**src/issuePkg.sv**
```systemverilog
`default_nettype none

package issuePkg;

    localparam int NUM_UOPS = 2;
    localparam int NUM_PORTS = 2;
    localparam int IQ_SIZE = 8;
    localparam int IQ_IDX_BITS = $clog2(IQ_SIZE);
    localparam int TAG_BITS = 6;
    localparam int SQN_BITS = 7;
    localparam int MUL_LATENCY = 3;
    localparam int NUM_RF_READS = 2 * NUM_PORTS;

    typedef logic [TAG_BITS-1:0] Tag;
    typedef logic [SQN_BITS-1:0] SqN;

    typedef enum logic [1:0] {
        FU_INT,
        FU_MUL
    } FuncUnit;

    // Function-unit masks for the queue and port parameters
    localparam int FUS_INT = 1 << FU_INT;
    localparam int FUS_INT_MUL = (1 << FU_INT) | (1 << FU_MUL);

    // MUL returns the low 32 bits of the product
    typedef enum logic [2:0] {
        ADD,
        SUB,
        AND,
        OR,
        XOR,
        SLL,
        SRL,
        MUL
    } Opcode;

    typedef struct packed {
        logic [9:0] pad;
        Tag tag;
    } OperandReg;

    // Second operand is a register tag or a sign-extended immediate, selected by immB
    typedef union packed {
        logic [15:0] imm;
        OperandReg src;
    } OperandB;

    typedef struct packed {
        logic valid;
        logic [NUM_PORTS-1:0] validIQ;
        FuncUnit fu;
        Opcode opcode;
        SqN sqN;
        Tag tagDst;
        Tag tagA;
        logic availA;
        OperandB srcB;
        logic immB;
        logic availB;
    } R_UOp;

    typedef struct packed {
        logic valid;
        FuncUnit fu;
        Opcode opcode;
        SqN sqN;
        Tag tagDst;
        Tag tagA;
        OperandB srcB;
        logic immB;
    } IS_UOp;

    typedef struct packed {
        logic valid;
        Tag tagDst;
        SqN sqN;
        logic [31:0] result;
    } RES_UOp;

    typedef struct packed {
        logic taken;
        SqN sqN;
    } BranchProv;

    // Sequence numbers wrap, so age is the sign of the difference
    function automatic logic isYounger(SqN a, SqN b);
        return $signed(a - b) > 0;
    endfunction

    function automatic logic hasFu(int fus, FuncUnit fu);
        return ((fus >> fu) & 1) != 0;
    endfunction

endpackage

`default_nettype wire

```
**src/ExecPort.sv**
```systemverilog
`default_nettype none

module ExecPort #(
    parameter int FUS = 1
) (
    input  logic                clk,
    input  logic                rst,
    input  issuePkg::IS_UOp     issueUOp,
    output issuePkg::Tag        readTags[2],
    input  logic [31:0]         readData[2],
    input  issuePkg::RES_UOp    results[issuePkg::NUM_PORTS],
    input  issuePkg::BranchProv branch,
    output issuePkg::RES_UOp    result
);

    logic [31:0] opA;
    logic [31:0] opB;
    logic [31:0] aluValue;
    logic issueFlushed;
    logic aluIssue;
    logic mulIssue;

    issuePkg::RES_UOp aluRes;
    issuePkg::RES_UOp mulPipe[issuePkg::MUL_LATENCY];
    issuePkg::RES_UOp wbSel;

    assign readTags[0] = issueUOp.tagA;
    assign readTags[1] = issueUOp.srcB.src.tag;

    // A result on a bus this cycle is not in the register file yet
    always_comb begin
        opA = readData[0];
        opB = readData[1];
        for (int j = 0; j < issuePkg::NUM_PORTS; j++) begin
            if (results[j].valid && results[j].tagDst == issueUOp.tagA)
                opA = results[j].result;
            if (results[j].valid && results[j].tagDst == issueUOp.srcB.src.tag)
                opB = results[j].result;
        end
        if (issueUOp.immB)
            opB = {{16{issueUOp.srcB.imm[15]}}, issueUOp.srcB.imm};
    end

    always_comb begin
        case (issueUOp.opcode)
            issuePkg::ADD: aluValue = opA + opB;
            issuePkg::SUB: aluValue = opA - opB;
            issuePkg::AND: aluValue = opA & opB;
            issuePkg::OR:  aluValue = opA | opB;
            issuePkg::XOR: aluValue = opA ^ opB;
            issuePkg::SLL: aluValue = opA << opB[4:0];
            issuePkg::SRL: aluValue = opA >> opB[4:0];
            default:       aluValue = '0;
        endcase
    end

    assign issueFlushed = branch.taken && issuePkg::isYounger(issueUOp.sqN, branch.sqN);
    assign aluIssue = issueUOp.valid && issueUOp.fu == issuePkg::FU_INT && !issueFlushed;
    assign mulIssue = issueUOp.valid && issueUOp.fu == issuePkg::FU_MUL &&
        issuePkg::hasFu(FUS, issuePkg::FU_MUL) && !issueFlushed;

    always_ff @(posedge clk) begin
        aluRes.tagDst <= issueUOp.tagDst;
        aluRes.sqN <= issueUOp.sqN;
        aluRes.result <= aluValue;
        if (rst)
            aluRes.valid <= 1'b0;
        else
            aluRes.valid <= aluIssue;
    end

    // Product is formed in the first stage, later stages carry tag and sqN to writeback
    always_ff @(posedge clk) begin
        mulPipe[0].tagDst <= issueUOp.tagDst;
        mulPipe[0].sqN <= issueUOp.sqN;
        mulPipe[0].result <= opA * opB;
        for (int k = 1; k < issuePkg::MUL_LATENCY; k++) begin
            mulPipe[k].tagDst <= mulPipe[k - 1].tagDst;
            mulPipe[k].sqN <= mulPipe[k - 1].sqN;
            mulPipe[k].result <= mulPipe[k - 1].result;
        end
        if (rst) begin
            for (int k = 0; k < issuePkg::MUL_LATENCY; k++)
                mulPipe[k].valid <= 1'b0;
        end else begin
            mulPipe[0].valid <= mulIssue;
            for (int k = 1; k < issuePkg::MUL_LATENCY; k++) begin
                mulPipe[k].valid <= mulPipe[k - 1].valid &&
                    !(branch.taken && issuePkg::isYounger(mulPipe[k - 1].sqN, branch.sqN));
            end
        end
    end

    // The queue's writeback reservation keeps both paths from being valid together
    assign wbSel = aluRes.valid ? aluRes : mulPipe[issuePkg::MUL_LATENCY-1];

    always_comb begin
        result = wbSel;
        result.valid = wbSel.valid &&
            !(branch.taken && issuePkg::isYounger(wbSel.sqN, branch.sqN));
    end

endmodule

`default_nettype wire

```
**config.mk**
```make
export PLATFORM = sky130hd
export DESIGN_NAME = ExecPort
export DESIGN_NICKNAME = d
export VERILOG_FILES = /design/src/issuePkg.sv /design/src/ExecPort.sv
export SDC_FILE = /design/constraint.sdc
export NUM_CORES = 2
export LEC_CHECK = 0
export BUFFER_PORTS_ARGS = -buffer_cell sky130_fd_sc_hd__buf_4
export CORE_ASPECT_RATIO = 0.75
export CORE_MARGIN = 2
export CORE_UTILIZATION = 60
export CTS_BUF_LIST = sky130_fd_sc_hd__clkbuf_8
export CTS_CLUSTER_SIZE = 16
export DETAILED_ROUTE_END_ITERATION = 8
export PLACE_DENSITY = 0.9
export SYNTH_ARGS = -nofsm -noshare
export SYNTH_HDL_FRONTEND = slang
export SYNTH_SLANG_ARGS = --single-unit
```
**constraint.sdc**
```tcl
create_clock -name clk -period 13.3 [get_ports clk]
set_clock_uncertainty 0.05 [all_clocks]
set_input_delay 1.995 -clock clk [delete_from_list [all_inputs] [get_ports clk]]
set_output_delay 1.995 -clock clk [all_outputs]
set_load 0.005 [all_outputs]
```
==> results.cfg <==
[status]
result_of_the_run = finished, violations left
failed_checks = DRC

[detailed_routing]
router_iterations_before_antenna_repair = 9
drt-vias-per-instance = 6.55
drt_first_iter_violations = 4278
post-route-drc-count = 20
finalWirelength_um = 116000
post_route_antenna_net_violation_count = 0
avgRoutedWirePerCell_um = 27.4
routed-via-count = 27900

[floorplanning]
start_util = 0.610
placeableCoreArea_mm2 = 0.0475
placement_rows = 69
floorplan.die_area_mm2 = 0.0500
fp.dieH_um = 194
boundaryPins = 266
die_width_um = 258

[logic_synthesis]
ys.flop_type = sky130_fd_sc_hd__dfxtp_1
post_synth_inst_count = 3464
yosys.cell_types.count = 91
mappedNetlistArea_mm2 = 0.0290
yosys-top-cells-area = sky130_fd_sc_hd__fa_1, sky130_fd_sc_hd__dfxtp_1, sky130_fd_sc_hd__ha_1
mappedNetlistNets = 4315
yosys_warnings = 0
yosys.area.top_type = sky130_fd_sc_hd__fa_1
synth-edff-count = 0
synthesis.area_per_instance_um2 = 8.36
postSynth.asyncResetShare = 0
synth_seq_cells = 168
yosysSeqAreaShare = 0.116
synth_top_area_frac = 0.284

[placed_design]
gp_congestion = 1.08
hpwlAfterDp_um = 88300
port_buffers = 251

[global_routing]
grt_max_degree = 71
gr_util_all_layers = 0.470
globalRoute.totalOverflow = 0
vias_in_the_first_global_route = 28500
grt_first_pass_wirelength_um = 176000
grt_antenna_before_repair = 8

[timing]
clock.fmax_mhz = 87.3
grt_setup_unrepaired = no
final_hold_viol_count = 0
finalSetupTns_ns = 0
finalMaxSlewViolations = 0
fin_crit_sh = 0.861
tightestPinTransition_ns = 1.23
period_minus_slack_ns = 11.46
setup_viol_count_final = 0
worst_slew_margin_rel = 0.176
fin_worst_hold_slack_ns = 0.265

[cells_and_area]
fill_cells = 3717
final_layout_size_suffix_gt1_frac = 0.142
area_delta_synth_final_pct = 9.65
mostFrequentLayoutCell = sky130_fd_sc_hd__inv_1
post_layout_nets = 4447
top_library_cells_by_usage_in_the_layout_fill_and_taps_aside = sky130_fd_sc_hd__inv_1, sky130_fd_sc_hd__nor2_1, sky130_fd_sc_hd__fa_1

[clock_network]
cts.sinks = 168
postCtsSetupBuffers = 0
numCtsBuffers = 17
post_cts_resized = 0
cts-htree-levels = 4
worst_setup_hold_path_clk_slew_ns = 0.12
ctsRootBufferMaster = sky130_fd_sc_hd__clkbuf_8
cts.hold.buffers_added = 0
clock_tree_from_tritoncts = built
cts-root-to-sink-buffers = 2
clock_latency_late_sink_ns = 0.47

[worst_setup_path]
setup.worst_path.end_class = flip-flop
cell_family_with_the_largest_share_of_critical_path_delay = adder cells
path_buf_inv = 4
crit_path_class = input port to flip-flop
critPathMaxFanout = 39
setup.worst_path.start_class = input port
slowest_stage = sky130_fd_sc_hd__o31ai_4
worst-endpoint-required_ns = 13.66
arrival_ns = 11.81
worst_path_largest_cell_delay_ns = 0.79
critical_path.most_common_cell = sky130_fd_sc_hd__fa_1

[flow_run]
drv.max_cap_violation_count = 0

[hold_path]
hold_path_class = flip-flop to flip-flop
-- synth_stat cells (all sizes together) (6+ instances only) --
master    n
xor2     24
a221oi    6
mux2i    73
a222oi   20
a211oi   34
o221ai   13
nand2   266
nor2b    12
a211o     9
fa      411
nor3    116
nand4     9
a311oi    8
o211ai   19
clkbuf  135
or2      11
xnor2   137
nor2    458
a21o     35
nand2b    6
or3       7
and3     31
ha      232
a31oi    44
a31o     11
mux2     62
a21oi   164
o21ai   119
dfxtp   168
buf      86
and2      7
a22oi    11
nand3    88
o21a     10
inv     507
o21bai    6
o31ai    29
xnor3     7
-- state kept, by name, indices dropped and copies added (netlist names) --
name / count
aluRes: 44
mulPipe: 124
-- stage by stage --
stage	setup WS (ns)	cell area, um2	util	std cells
6_report	1.84	31700	0.669	4252
3_3_place_gp	1.76	31300	0.659	4216
2_1_floorplan	2.38	29000	-	3464
5_1_grt	1.72	31700	0.668	4248
4_1_cts	2.08	31700	0.668	4248
3_5_place_dp	1.58	31300	0.659	4216
-- cell type report --
class	count	area [um2]	share of cell area
multi-input cells	2563	22700	0.715
flip-flops and latches	168	3360	0.106
repair buffers	334	2520	0.0794
inverters	512	1920	0.0605
well taps	639	800	0.0252
clock buffers	17	234	0.00737
clock inverters	15	198	0.00623
diodes	4	10.0	0.000315
-- cell families (layout without fill, tap and decap cells) --
family	Yosys count	in the layout	synth area share
AND/OR/NAND/NOR	1027	1027	0.152
buffers and inverters	733	878	0.101
adder cells (fa/ha/maj)	643	643	0.384
AO/OA/AOI/OAI	586	586	0.139
XOR/XNOR	169	169	0.0552
flip-flops	168	168	0.116
multiplexers	138	138	0.0518
other	0	4	0
-- path summary, 6_finish.rpt --
kind	startpoint	cells past startpoint	to	slack (ns)
setup reg to reg	mulPipe[0][31]	0	mulPipe[0][77]	12.81
hold reg to reg	mulPipe[0][46]	0	mulPipe[0][92]	0.26
setup / recovery	issueUOp[5]	30	mulPipe[0][31]	1.84
hold / removal	mulPipe[0][46]	0	mulPipe[0][92]	0.26
-- per-layer routing --
metal,vias up,wire length (um),part of all wire,track usage
met1,13300,42500,0.37,0.609
met5,-,83,0.00071,0
met3,637,19900,0.17,0.228
li1,11600,-,-,-
met2,2361,45400,0.39,0.638
met4,10,8580,0.074,0.258
Power is not shown: default switching activity piles up to over one toggle a cycle in this logic, so the estimate is an artifact.
